<file path="config.mk">
export PLATFORM = sky130hd
export DESIGN_NAME = tlp_frag_top
export DESIGN_NICKNAME = d
export VERILOG_FILES = /design/src/verilog/frag_pkg.sv /design/src/verilog/frag_beat_if.sv /design/src/verilog/frag_sequencer.sv /design/src/verilog/ecrc_engine.sv /design/src/verilog/beat_assembler.sv /design/src/verilog/tlp_frag_top.sv
export SDC_FILE = /design/constraint.sdc
export NUM_CORES = 1
export LEC_CHECK = 0
export BUFFER_PORTS_ARGS = -buffer_cell sky130_fd_sc_hd__buf_2
export CORE_ASPECT_RATIO = 1.5
export CORE_MARGIN = 1.5
export CORE_UTILIZATION = 56
export CTS_CLUSTER_SIZE = 24
export DETAILED_ROUTE_END_ITERATION = 8
export PLACE_DENSITY = 0.76
export SYNTH_ARGS = -nofsm -noshare
export SYNTH_HDL_FRONTEND = slang
export SYNTH_HIERARCHICAL = 1
export SYNTH_SLANG_ARGS = --single-unit
</file>
<file path="constraint.sdc">
create_clock -name clk -period 11.7 [get_ports clk]
set_clock_uncertainty 0.1 [all_clocks]
set_input_delay 1.17 -clock clk [delete_from_list [all_inputs] [get_ports clk]]
set_output_delay 1.17 -clock clk [all_outputs]
set_load 0.01 [all_outputs]
</file>
<file path="src/verilog/frag_pkg.sv">
// Shared definitions for the PCIe transmit fragmenter.
// Holds the beat and entry widths, the TLP header field positions,
// the ECRC polynomial and seed, and the packet state encoding.
// Every design file pulls what it needs from here.

package frag_pkg;

    // Dword and entry geometry
    localparam int DW_WIDTH = 32;
    localparam int ENTRY_DW = 4;

    typedef logic [DW_WIDTH-1:0] dword_t;

    // Dword 0 sits in the top bits
    typedef logic [ENTRY_DW*DW_WIDTH-1:0] entry_t;

    // Valid dwords in an entry, minus one
    typedef logic [$clog2(ENTRY_DW)-1:0] dw_count_t;

    // Valid bytes in a beat, minus one
    typedef logic [3:0] valid_bytes_t;

    // Header, data and ECRC dwords as seen by the DLL
    typedef logic [10:0] dll_length_t;

    // Header fields, all in dword 0 of the first entry
    localparam int HDR_FMT_HI = 31;
    localparam int HDR_FMT_LO = 29;
    localparam int HDR_TD_BIT = 15;
    localparam int HDR_LEN_HI = 9;
    localparam int HDR_LEN_LO = 0;

    // CRC-32, non-reflected, MSB first
    localparam dword_t ECRC_POLY = 32'h04C1_1DB7;
    localparam dword_t ECRC_SEED = 32'hFFFF_FFFF;

    // Packet progress in the sequencer
    typedef enum logic [1:0] {
        FRAG_IDLE,
        FRAG_STREAM,
        FRAG_ECRC_TAIL
    } frag_state_t;

endpackage

</file>
<file path="src/verilog/frag_beat_if.sv">
// Per-cycle beat control from the sequencer.
// The ECRC engine and the beat assembler watch it to know which
// cycles carry an entry, where a packet starts and ends, and when
// the ECRC-only beat is due.

`timescale 1ns/1ns

interface frag_beat_if;
    import frag_pkg::*;

    logic        entry_valid;
    logic        first;
    logic        last;
    logic        ecrc_on;
    logic        tail;
    dll_length_t length;

    modport seq (
        output entry_valid, first, last, ecrc_on, tail, length
    );

    // CRC only needs to know when to seed and when to run
    modport ecrc (
        input entry_valid, first, ecrc_on
    );

    modport asm (
        input entry_valid, first, last, ecrc_on, tail, length
    );

endinterface

</file>
<file path="src/verilog/frag_sequencer.sv">
// Read control and packet tracking for the fragmenter.
// Issues one FIFO read per cycle while data is available and halt is
// low, follows each packet from its first to its last entry, decodes
// the header and works out the DLL length. When a TD packet ends on a
// full entry it skips one read so the ECRC-only beat has a free slot.

`timescale 1ns/1ns

module frag_sequencer (
    input  logic                clk,
    input  logic                arst,
    input  logic                fifo_empty,
    input  logic                halt,
    input  frag_pkg::entry_t    fifo_rd_data,
    input  frag_pkg::dw_count_t fifo_rd_dw,
    input  logic                fifo_rd_last,
    output logic                fifo_rd_en,
    frag_beat_if.seq            beat
);
    import frag_pkg::*;

    frag_state_t state;
    frag_state_t state_nx;

    // High in the cycle an entry is on fifo_rd_data
    logic rd_in_flight;

    // Values held for the rest of the packet
    logic        td_q;
    dll_length_t len_q;

    // Header decode of the entry on the bus
    dword_t                           dw0;
    logic [HDR_FMT_HI-HDR_FMT_LO:0]   fmt;
    logic [HDR_LEN_HI-HDR_LEN_LO:0]   len_field;
    logic                             td_dec;
    dll_length_t                      len_calc;

    logic        is_first;
    logic        td_cur;
    dll_length_t len_cur;
    logic        need_tail;

    assign dw0       = fifo_rd_data[ENTRY_DW*DW_WIDTH-1 -: DW_WIDTH];
    assign fmt       = dw0[HDR_FMT_HI:HDR_FMT_LO];
    assign len_field = dw0[HDR_LEN_HI:HDR_LEN_LO];
    assign td_dec    = dw0[HDR_TD_BIT];

    // 3DW or 4DW header, then payload, then the ECRC dword
    always_comb begin
        len_calc = dll_length_t'(3);
        if (fmt[0]) begin
            len_calc = len_calc + dll_length_t'(1);
        end
        if (fmt[1]) begin
            // A zero length field means 1024 dwords
            if (len_field == '0) begin
                len_calc = len_calc + dll_length_t'(1024);
            end else begin
                len_calc = len_calc + dll_length_t'(len_field);
            end
        end
        if (td_dec) begin
            len_calc = len_calc + dll_length_t'(1);
        end
    end

    // Any entry that arrives outside an open packet starts one
    assign is_first = rd_in_flight && (state != FRAG_STREAM);
    assign td_cur   = is_first ? td_dec : td_q;
    assign len_cur  = is_first ? len_calc : len_q;

    // Last entry of a TD packet with all four dwords used
    assign need_tail = rd_in_flight && fifo_rd_last && td_cur && (fifo_rd_dw == 2'd3);

    assign fifo_rd_en = !fifo_empty && !halt && !need_tail;

    always_comb begin
        state_nx = state;
        case (state)
            FRAG_IDLE, FRAG_STREAM: begin
                if (rd_in_flight) begin
                    if (!fifo_rd_last) begin
                        state_nx = FRAG_STREAM;
                    end else if (need_tail) begin
                        state_nx = FRAG_ECRC_TAIL;
                    end else begin
                        state_nx = FRAG_IDLE;
                    end
                end
            end
            // Single cycle for the ECRC-only beat
            FRAG_ECRC_TAIL: begin
                state_nx = FRAG_IDLE;
            end
            default: begin
                state_nx = FRAG_IDLE;
            end
        endcase
    end

    always_ff @(posedge clk or negedge arst) begin
        if (!arst) begin
            state        <= FRAG_IDLE;
            rd_in_flight <= 1'b0;
            td_q         <= 1'b0;
        end else begin
            state        <= state_nx;
            rd_in_flight <= fifo_rd_en;
            if (is_first) begin
                td_q <= td_dec;
            end
        end
    end

    always_ff @(posedge clk) begin
        if (is_first) begin
            len_q <= len_calc;
        end
    end

    assign beat.entry_valid = rd_in_flight;
    assign beat.first       = is_first;
    assign beat.last        = rd_in_flight && fifo_rd_last;
    assign beat.ecrc_on     = td_cur;
    assign beat.tail        = (state == FRAG_ECRC_TAIL);
    assign beat.length      = len_cur;

endmodule

</file>
<file path="src/verilog/ecrc_engine.sv">
// End-to-end CRC for TD packets.
// Runs the valid dwords of each entry through CRC-32, dword 0 first,
// seeding on the first entry of a packet. The inverted result is
// offered every cycle; outside entry cycles it comes from the stored
// value, which is what the ECRC-only beat picks up.

`timescale 1ns/1ns

module ecrc_engine (
    input  logic                clk,
    input  logic                arst,
    input  frag_pkg::entry_t    fifo_rd_data,
    input  frag_pkg::dw_count_t fifo_rd_dw,
    frag_beat_if.ecrc           beat,
    output frag_pkg::dword_t    ecrc_value
);
    import frag_pkg::*;

    dword_t crc_q;
    dword_t crc_next;

    // One dword through the CRC, most significant bit first
    function automatic dword_t crc_dword(input dword_t crc_in, input dword_t data);
        dword_t crc;
        logic   fb;
        crc = crc_in;
        for (int b = DW_WIDTH - 1; b >= 0; b--) begin
            fb  = crc[DW_WIDTH-1] ^ data[b];
            crc = {crc[DW_WIDTH-2:0], 1'b0};
            if (fb) begin
                crc = crc ^ ECRC_POLY;
            end
        end
        return crc;
    endfunction

    always_comb begin : crc_comb
        dword_t crc_run;
        crc_run = beat.first ? ECRC_SEED : crc_q;
        for (int i = 0; i < ENTRY_DW; i++) begin
            // Skip dwords past the valid count
            if (i <= int'(fifo_rd_dw)) begin
                crc_run = crc_dword(crc_run,
                                    fifo_rd_data[(ENTRY_DW-i)*DW_WIDTH-1 -: DW_WIDTH]);
            end
        end
        crc_next = crc_run;
    end

    always_ff @(posedge clk or negedge arst) begin
        if (!arst) begin
            crc_q <= ECRC_SEED;
        end else if (beat.entry_valid && beat.ecrc_on) begin
            crc_q <= crc_next;
        end
    end

    // Tail cycle has no entry, so the stored value applies
    assign ecrc_value = ~(beat.entry_valid ? crc_next : crc_q);

endmodule

</file>
<file path="src/verilog/beat_assembler.sv">
// Builds the registered beats handed to the DLL.
// Each entry cycle or ECRC tail cycle becomes one beat a clock later.
// On the last entry of a TD packet the ECRC lands in the dword right
// after the valid ones, unless the entry is full; then the sequencer
// opens a tail cycle and the ECRC goes out alone in dword 0.

`timescale 1ns/1ns

module beat_assembler (
    input  logic                   clk,
    input  logic                   arst,
    input  frag_pkg::entry_t       fifo_rd_data,
    input  frag_pkg::dw_count_t    fifo_rd_dw,
    frag_beat_if.asm               beat,
    input  frag_pkg::dword_t       ecrc_value,
    output logic                   tlp_valid,
    output logic                   tlp_sop,
    output logic                   tlp_eop,
    output frag_pkg::entry_t       tlp_data,
    output frag_pkg::valid_bytes_t tlp_valid_bytes,
    output frag_pkg::dll_length_t  tlp_length
);
    import frag_pkg::*;

    logic         valid_nx;
    logic         sop_nx;
    logic         eop_nx;
    logic         put_ecrc;
    entry_t       data_nx;
    logic [2:0]   used_dw;
    valid_bytes_t vbytes_nx;

    assign valid_nx = beat.entry_valid || beat.tail;
    assign sop_nx   = beat.entry_valid && beat.first;
    assign eop_nx   = (beat.entry_valid && beat.last) || beat.tail;

    // ECRC fits in this beat only if a dword is left over
    assign put_ecrc = beat.entry_valid && beat.last && beat.ecrc_on && (fifo_rd_dw != 2'd3);

    always_comb begin
        data_nx = '0;
        if (beat.tail) begin
            data_nx[ENTRY_DW*DW_WIDTH-1 -: DW_WIDTH] = ecrc_value;
        end else begin
            for (int i = 0; i < ENTRY_DW; i++) begin
                if (i <= int'(fifo_rd_dw)) begin
                    data_nx[(ENTRY_DW-i)*DW_WIDTH-1 -: DW_WIDTH] =
                        fifo_rd_data[(ENTRY_DW-i)*DW_WIDTH-1 -: DW_WIDTH];
                end else if (put_ecrc && (i == int'(fifo_rd_dw) + 1)) begin
                    data_nx[(ENTRY_DW-i)*DW_WIDTH-1 -: DW_WIDTH] = ecrc_value;
                end
            end
        end
    end

    // Four bytes per used dword, minus one
    always_comb begin
        used_dw = {1'b0, fifo_rd_dw} + 3'd1 + {2'b00, put_ecrc};
        if (beat.tail) begin
            vbytes_nx = valid_bytes_t'(3);
        end else begin
            vbytes_nx = valid_bytes_t'({used_dw, 2'b00} - 5'd1);
        end
    end

    always_ff @(posedge clk or negedge arst) begin
        if (!arst) begin
            tlp_valid <= 1'b0;
            tlp_sop   <= 1'b0;
            tlp_eop   <= 1'b0;
        end else begin
            tlp_valid <= valid_nx;
            tlp_sop   <= sop_nx;
            tlp_eop   <= eop_nx;
        end
    end

    // Payload only loads when a beat is produced
    always_ff @(posedge clk) begin
        if (valid_nx) begin
            tlp_data        <= data_nx;
            tlp_valid_bytes <= vbytes_nx;
            tlp_length      <= beat.length;
        end
    end

endmodule

</file>
<file path="src/verilog/tlp_frag_top.sv">
// Top level of the PCIe transmit fragmenter.
// Reads TLP entries from an external FIFO and sends 128-bit beats to
// the DLL with sop, eop, valid-byte count and packet length, adding
// the ECRC for TD packets. A read in one cycle gives its beat two
// cycles later; halt only holds off new reads.

`timescale 1ns/1ns

module tlp_frag_top (
    input  logic                   clk,
    input  logic                   arst,
    input  logic                   fifo_empty,
    input  frag_pkg::entry_t       fifo_rd_data,
    input  frag_pkg::dw_count_t    fifo_rd_dw,
    input  logic                   fifo_rd_last,
    input  logic                   halt,
    output logic                   fifo_rd_en,
    output logic                   tlp_valid,
    output logic                   tlp_sop,
    output logic                   tlp_eop,
    output frag_pkg::entry_t       tlp_data,
    output frag_pkg::valid_bytes_t tlp_valid_bytes,
    output frag_pkg::dll_length_t  tlp_length
);
    import frag_pkg::*;

    dword_t ecrc_value;

    frag_beat_if beat_if ();

    frag_sequencer seq_i (
        .clk          (clk),
        .arst         (arst),
        .fifo_empty   (fifo_empty),
        .halt         (halt),
        .fifo_rd_data (fifo_rd_data),
        .fifo_rd_dw   (fifo_rd_dw),
        .fifo_rd_last (fifo_rd_last),
        .fifo_rd_en   (fifo_rd_en),
        .beat         (beat_if.seq)
    );

    ecrc_engine ecrc_i (
        .clk          (clk),
        .arst         (arst),
        .fifo_rd_data (fifo_rd_data),
        .fifo_rd_dw   (fifo_rd_dw),
        .beat         (beat_if.ecrc),
        .ecrc_value   (ecrc_value)
    );

    beat_assembler asm_i (
        .clk             (clk),
        .arst            (arst),
        .fifo_rd_data    (fifo_rd_data),
        .fifo_rd_dw      (fifo_rd_dw),
        .beat            (beat_if.asm),
        .ecrc_value      (ecrc_value),
        .tlp_valid       (tlp_valid),
        .tlp_sop         (tlp_sop),
        .tlp_eop         (tlp_eop),
        .tlp_data        (tlp_data),
        .tlp_valid_bytes (tlp_valid_bytes),
        .tlp_length      (tlp_length)
    );

endmodule

</file>
==> results by group, run 1 <==
Die
  – Initial Util: 57.0%
  – Row cnt: 98
  – I/O pin cnt: 282
  – Die Y: 273 um
  – Die Wd: 183 um

Global routing
  – GRT Resource Usage Total: 68.4%
  – Global route overflow: 27
  – Largest net degree at the start of global routing: 81

Yosys
  – Top FF cell, synth: edfxtp_1
  – Dominant cells by area after synthesis: xnor3_1 26%, edfxtp_1 16%, xnor2_1 14%, xor3_1 5.9%, xor2_1 5.7%
  – Count of state elements after synthesis: 191
  – Post-synth top area cell: xnor3_1
  – Share of flip-flops with an asynchronous set or reset: 20.4%
  – Synthesized area: 27300 um^2
  – Avg Cell Area, Syn: 13.3 um^2
  – Seq/Total Area, Yosys: 20.1%
  – Syn Inst Count: 2047
  – Post-synth EDFFs: 141
  – Yosys warns: 6
  – Library cells used by synthesis: 85
  – Top cell type's share of synthesized area: 25.7%

Clocking
  – H-tree depth: 4
  – Cts bufs inserted: 17
  – CTS Root Cell: clkbuf_16
  – Clock tree buffer depth: 2
  – # hold bufs at CTS: 0
  – Clk sinks: 191

Place
  – IO buf count: 279
  – Post-DP HPWL: 93.9 mm
  – Final GP Congestion: 1.08

Status
  – Outcome: did not finish
  – Failing step: global routing
  – Stop err: [ERROR GRT-0232] Routing congestion too high. Check the congestion heatmap in the GUI.

Timing
  – Worst endpoint after global-route timing repair: asm_i/tlp_data[37]$_SDFFCE_PP0P_/D
  – Kind of the worst endpoint: sequential cell input
cells by family after synthesis:
family	Yosys count	share of synthesized area (%)
buffers and inverters	123	2.32
and+or+nand+nor	235	4.11
AOI/OAI and AO/OA	254	7.00
DFF	191	20.1
xor gates and xnor gates	1131	61.9
muxes	107	4.37
adders and majority gates	5	0.257
other	1	0.0138
synth_stat cells (11+ instances only):
master and count:
xnor2_1 437, xnor3_1 311, xor2_1 176, edfxtp_1 141
nand2_1 84, nor2_1 83, xor3_1 68, a32o_1 64
mux2_2 57, xnor2_2 51, a21oi_1 50, mux2i_1 46
xnor3_2 36, clkbuf_1 35, buf_2 34, dfstp_2 32
o31ai_1 24, inv_1 23, nand3b_1 22, o21ai_0 22
xor2_2 20, o21ai_1 19, xnor2_4 17, buf_4 14
dfxtp_1 11, o32ai_1 11
per-stage QoR:
stage / instance area (um^2) / utilization (%) / TNS [ps] / std cells / setup slack (ps)
floorplan: 28700 / - / -7000 / 2048 / -304
global placement: 37000 / 77.4 / -288930 / 3678 / -2330
detailed placement: 37000 / 77.4 / -299780 / 3678 / -2380
CTS: 42000 / 87.8 / -97410 / 3949 / -894
per-layer routing:
metal	overflow	GRT usage [%]
met1	0	67.3
met2	11	91.3
met3	1	43.4
met4	15	75.5
met5	0	8.59
timing repair:
| action | 4_1_cts |
|---|---|
| setup endpoints to repair | 160 |
| endpoints found under the hold margin | 0 |
| gates resized for setup | 442 |
| setup buffers | 256 |
| pin swaps | 221 |
==> inputs of run 2 (changes only) <==
--- a/config.mk
+++ b/config.mk
@@ -6,12 +6,10 @@
 export NUM_CORES = 1
 export LEC_CHECK = 0
 export BUFFER_PORTS_ARGS = -buffer_cell sky130_fd_sc_hd__buf_2
-export CORE_ASPECT_RATIO = 1.5
 export CORE_MARGIN = 1.5
-export CORE_UTILIZATION = 56
-export CTS_CLUSTER_SIZE = 24
+export CORE_UTILIZATION = 40
 export DETAILED_ROUTE_END_ITERATION = 8
-export PLACE_DENSITY = 0.76
+export PLACE_DENSITY_LB_ADDON = 0.15
 export SYNTH_ARGS = -nofsm -noshare
 export SYNTH_HDL_FRONTEND = slang
 export SYNTH_HIERARCHICAL = 1
==> constraint.sdc (replaced) <==
create_clock -name clk -period 15.2 [get_ports clk]
set_clock_uncertainty 0.1 [all_clocks]
set_input_delay 1.52 -clock clk [delete_from_list [all_inputs] [get_ports clk]]
set_output_delay 1.52 -clock clk [all_outputs]
set_load 0.01 [all_outputs]
==> run 2 against run 1 <==
  * The flow now finishes without violations
  * Area after synthesis did not move
  * Synthesized cell count did not move
==> results by group, run 2 <==
Yosys
  – Seq/Total Area, Yosys: 20.1% (unchanged)
  – Top FF cell, synth: edfxtp_1
  – Synthesized area: 27300 um^2 (unchanged)
  – Count leader, synth: xnor2_1
  – Avg Cell Area, Syn: 13.3 um^2 (unchanged)
  – Syn Inst Count: 2047 (unchanged)
  – Post-synth EDFFs: 141 (unchanged)
  – Library cells used by synthesis: 85 (unchanged)
  – Dominant cells by area after synthesis: xnor3_1 26%, edfxtp_1 16%, xnor2_1 14%, xor3_1 5.9%, xor2_1 5.7%
  – Yosys warns: 6 (unchanged)
  – Top cell type's share of synthesized area: 25.7% (unchanged)
  – Post-synth top cells: 437 x xnor2_1, 311 x xnor3_1, 176 x xor2_1, 141 x edfxtp_1, 84 x nand2_1
  – Share of flip-flops with an asynchronous set or reset: 20.4% (unchanged)
  – Post-synth top area cell: xnor3_1
  – Count of state elements after synthesis: 191 (unchanged)

Timing
  – RSZ-0062 raised after global routing: false
  – Least-Margin Pin Slew: 1030 ps
  – Final Max Slew Viols: 0
  – Post-route worst setup slack: 280 ps
  – Period utilization: 98.2%
  – Final min period: 14920 ps
  – Fmax achieved: 67.0 MHz
  – Final Hold Fails: 0
  – Setup violators final: 0
  – Worst slew margin: 31.2%

Place
  – Final GP Congestion: 0.982 (-8.8%)
  – IO buf count: 279 (unchanged)
  – Post-DP HPWL: 90.3 mm (-3.8%)
  – Placed insts: 3373 (-8.3%)
  – Placed cell areas: 31300 um^2 (-15%)
  – Worst slack, placed: -547 ps (+1830 ps)

Worst hold path
  – Hold path depth: 2
  – Hold path start: seq_i/len_q[2]
  – Hold crit path type: register to register

Worst setup path
  – Worst setup SP type: primary input
  – Worst stage delay on the critical path: 640 ps
  – Crit path launch: fifo_rd_data[126]
  – Worst r2r path cells: 39
  – Crit-path max FO: 9
  – CP Capture Type: register
  – Critical path arrival: 15160 ps
  – Slowest library cell on the worst path: xor3_2
  – RR Startpoint: seq_i/state[0]
  – Most used cell, CP: xnor3_1
  – Crit path buf inv count: 4
  – Kind of critical path: primary input to register
  – CP required: 15440 ps
  – CP top delay family: XOR/XNOR gates
  – Instance count on the critical path: 36

Clocking
  – Worst-Skew Late Latency: 520 ps
  – Cts bufs inserted: 17 (unchanged)
  – Clock tree buffer depth: 2 (unchanged)
  – # hold bufs at CTS: 0 (unchanged)
  – CTS tree: yes
  – H-tree depth: 4 (unchanged)
  – CTS Root Cell: clkbuf_16
  – CTS clk-pin slew, worst paths: 90 ps
  – Clk sinks: 191 (unchanged)

Routing
  – Initial DRC Count: 2225
  – Vias per cell: 5.58
  – Via count: 19000
  – DRT Pass-1 Iters: 6
  – Remaining DRCs: 0
  – Detail Route Antenna Nets: 0
  – Total wire length: 109 mm
  – Wire per inst: 32.0 um

Die
  – Row cnt: 95 (-3.1%)
  – Area of the core: 67300 um^2
  – Die Y: 264 um (-3.4%)
  – Initial Util: 40.5% (-16 points)
  – Die ar.: 69700 um^2
  – I/O pin cnt: 282 (unchanged)
  – Die Wd: 264 um (+44%)

Global routing
  – First-pass GRT wire length: 151 mm
  – Global route overflow: 0
  – Initial antenna violation count: 1
  – Vias in the first global route: 19200
  – GRT Resource Usage Total: 31.1%
  – Largest net degree at the start of global routing: 62

Final layout
  – Non-Filler Instances: 3406
  – Reg with most FFs: asm_i/tlp_data
  – Regs by FF count: asm_i/tlp_data: 128 flops, ecrc_i/crc_q: 32 flops
  – Commonest cells after routing, fill and taps aside: 437 x xnor2_1, 309 x xnor3_1, 278 x buf_2
  – Design area: 31900 um^2
  – Layout cell share with drive strength beyond 1: 33.5%
  – Layout net count: 2659
  – Commonest non-fill, non-tap cell in the layout: xnor2_1
  – Max FFs per register: 128
  – Fill cells: 6158
  – Area growth syn-to-layout: 17.2%

Run
  – MaxCap Viol Count: 0

Status
  – Outcome: completed
## run 2: cell counts after synthesis
Identical to the previous run, type by type.
## run 2: cells by family after synthesis
family,after synthesis,share of synthesized area (%)
buffers and inverters,123,2.32
xor gates and xnor gates,1131,61.9
and+or+nand+nor,235,4.11
adders and majority gates,5,0.257
muxes,107,4.37
AOI/OAI and AO/OA,254,7.00
DFF,191,20.1
other,1,0.0138
## run 2: tightest hold or removal path: stages (launching register included)
cell and delay (ps):
dfxtp_1 310, nand2_1 40, o21ai_1 60
## run 2: stage by stage
stage / hold WS (ps) / utilization (%) / TNS [ps]
after floorplan: 326 / - / 0
after global routing: 376 / 47.5 / 0
final: 357 / 47.5 / 0
after global placement: 346 / 46.5 / -1910
after detailed placement: 351 / 46.5 / -2320
after CTS: 363 / 47.5 / 0
## run 2: metal layers
layer  vias up  track usage, %  routed length [um]
met5         -               0                   0
met4         0            10.5                3440
met3       116            4.09                7610
met2       925            49.2               50100
met1      9732            44.0               47800
li1       8236               -                   -
## run 2: worst paths after layout
path | to | slack (ps)
setup / recovery | asm_i/tlp_data[49] | 280
max in group asynchronous | seq_i/beat.entry_valid | 13280
min in group asynchronous | asm_i/tlp_valid | 1040
setup reg to reg | asm_i/tlp_data[49] | 370
hold / removal | seq_i/len_q[2] | 360
hold reg to reg | seq_i/len_q[2] | 360
## run 2: what timing repair did
item / CTS / global route
buffers inserted: 0 / 0
gates resized for setup: 1 / 3
setup endpoints to repair: 1 / 2
## run 2: final cells by class
class,instances,area [um^2],share of cell area [%]
Timing Repair Buffer,552,3470,10.9
Tap cell,873,1090,3.42
Clock inverter,14,183,0.572
Multi-Input combinational cell,1734,21200,66.3
Sequential cell,191,5470,17.1
Antenna cell,1,2.50,0.00783
Clock buffer,18,450,1.41
Inverter,23,86.3,0.270
Power of run 2 is left out: the tool's default activity adds up to more than one toggle a clock period on the data nets, which glitch-free logic cannot reach.
==> inputs of run 3 (changes only) <==
--- a/config.mk
+++ b/config.mk
@@ -5,6 +5,7 @@
 export SDC_FILE = /design/constraint.sdc
 export NUM_CORES = 1
 export LEC_CHECK = 0
+export ABC_AREA = 1
 export BUFFER_PORTS_ARGS = -buffer_cell sky130_fd_sc_hd__buf_2
 export CORE_MARGIN = 1.5
 export CORE_UTILIZATION = 40
==> run 3 against run 2 <==
  * Cell count up 120%
  * Sequential share of layout area fell by 3.2 points
  * Count of clock-buffer cells in the layout down 1
  * Sequential cell count stayed put
  * Utilization fell by 3.8 points
  * Setup slack better by 360 ps
  * Critical path type unchanged
  * Critical endpoint is now asm_i/tlp_data[64]
  * Largest cell class unchanged
  * Highest routed layer is now met5
==> results by group, run 3 <==
Status
  – Outcome: completed

Timing
  – Setup violators final: 0 (unchanged)
  – Final Hold Fails: 0 (unchanged)
  – Least-Margin Pin Slew: 1190 ps (+161 ps)
  – WHS: 343 ps (-13.9 ps)
  – Worst slew margin: 20.4% (-11 points)
  – Final min period: 14560 ps (-356 ps)
  – Final Max Slew Viols: 0 (unchanged)
  – RSZ-0062 raised after global routing: false
  – Fmax achieved: 68.7 MHz (+2.4%)
  – Setup TNS Final: 0 ps (unchanged)
  – Period utilization: 95.8% (-2.3 points)

Worst setup path
  – Worst setup SP type: primary input
  – CP required: 15460 ps (+20 ps)
  – CP Capture Type: register
  – Worst stage delay on the critical path: 590 ps (-50 ps)
  – Crit-path max FO: 13 (+4)
  – Slowest library cell on the worst path: o21ai_0
  – Kind of critical path: primary input to register
  – Most used cell, CP: nand2_1
  – Critical path arrival: 14830 ps (-330 ps)

Die
  – Die Y: 304 um (+15%)
  – Row cnt: 110 (+16%)
  – Die ar.: 92600 um^2 (+33%)
  – I/O pin cnt: 282 (unchanged)
  – Area of the core: 90000 um^2 (+34%)
  – Initial Util: 40.4% (-0.16 points)
  – Die Wd: 304 um (+15%)

Place
  – IO buf count: 279 (unchanged)
  – Post-DP HPWL: 150 mm (+66%)
  – Final GP Congestion: 1.06 (+7.8%)
  – Placed cell areas: 38700 um^2 (+24%)

Yosys
  – Share of flip-flops with an asynchronous set or reset: 20.4% (unchanged)
  – Syn Inst Count: 6194 (+200%)
  – Dominant cells by area after synthesis: nand2_1 29%, nand3_1 14%, edfxtp_1 12%, nand2_2 7.1%, nand2_4 6.2%
  – Library cells used by synthesis: 65 (-24%)
  – Post-synth EDFFs: 141 (unchanged)
  – Count of state elements after synthesis: 191 (unchanged)
  – Top cell type's share of synthesized area: 28.8% (+3.1 points)
  – Seq/Total Area, Yosys: 15.1% (-5.0 points)
  – Yosys warns: 6 (unchanged)
  – Synthesized area: 36300 um^2 (+33%)
  – Post-synth top cells: 2786 x nand2_1, 986 x nand3_1, 477 x inv_1, 414 x nand2_2, 200 x nand2_4
  – Count leader, synth: nand2_1
  – Avg Cell Area, Syn: 5.86 um^2 (-56%)
  – Top FF cell, synth: edfxtp_1
  – Post-synth top area cell: nand2_1

Routing
  – Vias per cell: 5.50 (-1.5%)
  – Total wire length: 180 mm (+65%)
  – Via count: 41900 (+120%)
  – Wire per inst: 23.6 um (-26%)
  – DRT Pass-1 Iters: 8 (+2)
  – Remaining DRCs: 0 (unchanged)
  – Initial DRC Count: 4745 (+110%)
  – Detail Route Antenna Nets: 0 (unchanged)

Global routing
  – Initial antenna violation count: 6 (+5)
  – Met1 Use GR: 51.3% (+7.3 points)
  – Global route hottest layer: met2
  – Largest net degree at the start of global routing: 77 (+24%)
  – Met3 Track Usage GR: 6.32% (+2.2 points)
  – First-pass GRT wire length: 258 mm (+70%)
  – Global route overflow: 0 (unchanged)
  – GRT Resource Usage Total: 37.8% (+6.7 points)
  – Vias in the first global route: 37700 (+96%)
  – M2 GR Usage: 57.8% (+8.6 points)

Clocking
  – Clk sinks: 191 (unchanged)
  – CTS clk-pin slew, worst paths: 80 ps (about the same)
  – Worst-Skew Late Latency: 540 ps (+20 ps)
  – CTS tree: yes
  – Setup bufs post-CTS: 0 (unchanged)
  – CTS Root Cell: clkbuf_16
  – Cts bufs inserted: 17 (unchanged)
  – H-tree depth: 4 (unchanged)
  – # hold bufs at CTS: 0 (unchanged)
  – Clock tree buffer depth: 2 (unchanged)

Run
  – MaxCap Viol Count: 0 (unchanged)

Final layout
  – Max FFs per register: 128 (unchanged)
  – Fill cells: 9995 (+62%)
  – Core Util, Final: 43.7% (-3.8 points)
  – Area growth syn-to-layout: 8.36%
  – Reg with most FFs: asm_i/tlp_data
  – Layout net count: 6568 (+150%)
  – Commonest non-fill, non-tap cell in the layout: nand2_1
  – Layout cell share with drive strength beyond 1: 22.3% (-11 points)
  – Ant diodes: 0 (-1)
  – Commonest cells after routing, fill and taps aside: 2780 x nand2_1, 986 x nand3_1, 477 x inv_1
  – Design area: 39400 um^2 (+23%)
  – Regs by FF count: asm_i/tlp_data: 128 flops, ecrc_i/crc_q: 32 flops

Worst hold path
  – Hold crit path type: register to register
## run 3: cell count changes after synthesis, sizes merged, moves of 59 or more
cell,delta
a32o,-64
nand2,+3331
nand3,+1154
xor3,-77
xnor2,-448
inv,+576
xnor3,-347
nand4,+59
## run 3: area by class of cell
class,count,area [um^2],area share [%]
clock buffer,17,425,1.08
clock inverter,15,193,0.490
inverter,604,2360,6.00
multi-input combinational,5281,27600,70.2
sequential,191,5470,13.9
tap,1176,1470,3.74
timing repair buffer,333,1810,4.59
## run 3: worst paths after layout
check	end	cells past startpoint	start	slack [ps]
max	asm_i/tlp_data[64]	81	fifo_rd_data[124]	640
min	seq_i/state[1]	1	seq_i/state[1]	340
max reg2reg	asm_i/tlp_data[64]	83	seq_i/state[0]	780
min reg2reg	seq_i/state[1]	1	seq_i/state[1]	340
max in group asynchronous	seq_i/state[1]	1	arst	13390
min in group asynchronous	asm_i/tlp_valid	1	arst	1030
## run 3: layer usage
metal	up-vias	wire length (um)
li1	20200	-
met1	19500	77200
met2	1914	76900
met3	340	15400
met4	4	10200
met5	-	23
## run 3: worst max-delay path: cells and delay by family
kind	cells	cell delay [ps]
buffers and inverters	7	1100
xor gates and xnor gates	1	220
AOI/OAI and AO/OA	4	1100
and+or+nand+nor	69	10780
## run 3: cells by family after synthesis
group	share of synthesized area [%]
multiplexers	0.0276
AND/OR/NAND/NOR	66.5
adder cells (fa/ha/maj)	0.193
flip-flops	15.1
XOR/XNOR	6.43
other	0.0103
buffers and inverters	9.07
AO/OA/AOI/OAI	2.72
## run 3: repair_timing
| item | 4_1_cts | 5_1_grt |
|---|---|---|
| setup endpoints to repair | 0 | 81 |
| endpoints found under the hold margin | 0 | 0 |
| gates resized for setup | 0 | 15 |
## run 3: through the flow
stage                     cells  setup WS (ps)
after global placement     7585            250
after floorplan            6195           5020
after CTS                  7617            887
after detailed placement   7585            409
final                      7617            636
after global routing       7617           6.52
Power of run 3 is left out for the same reason.
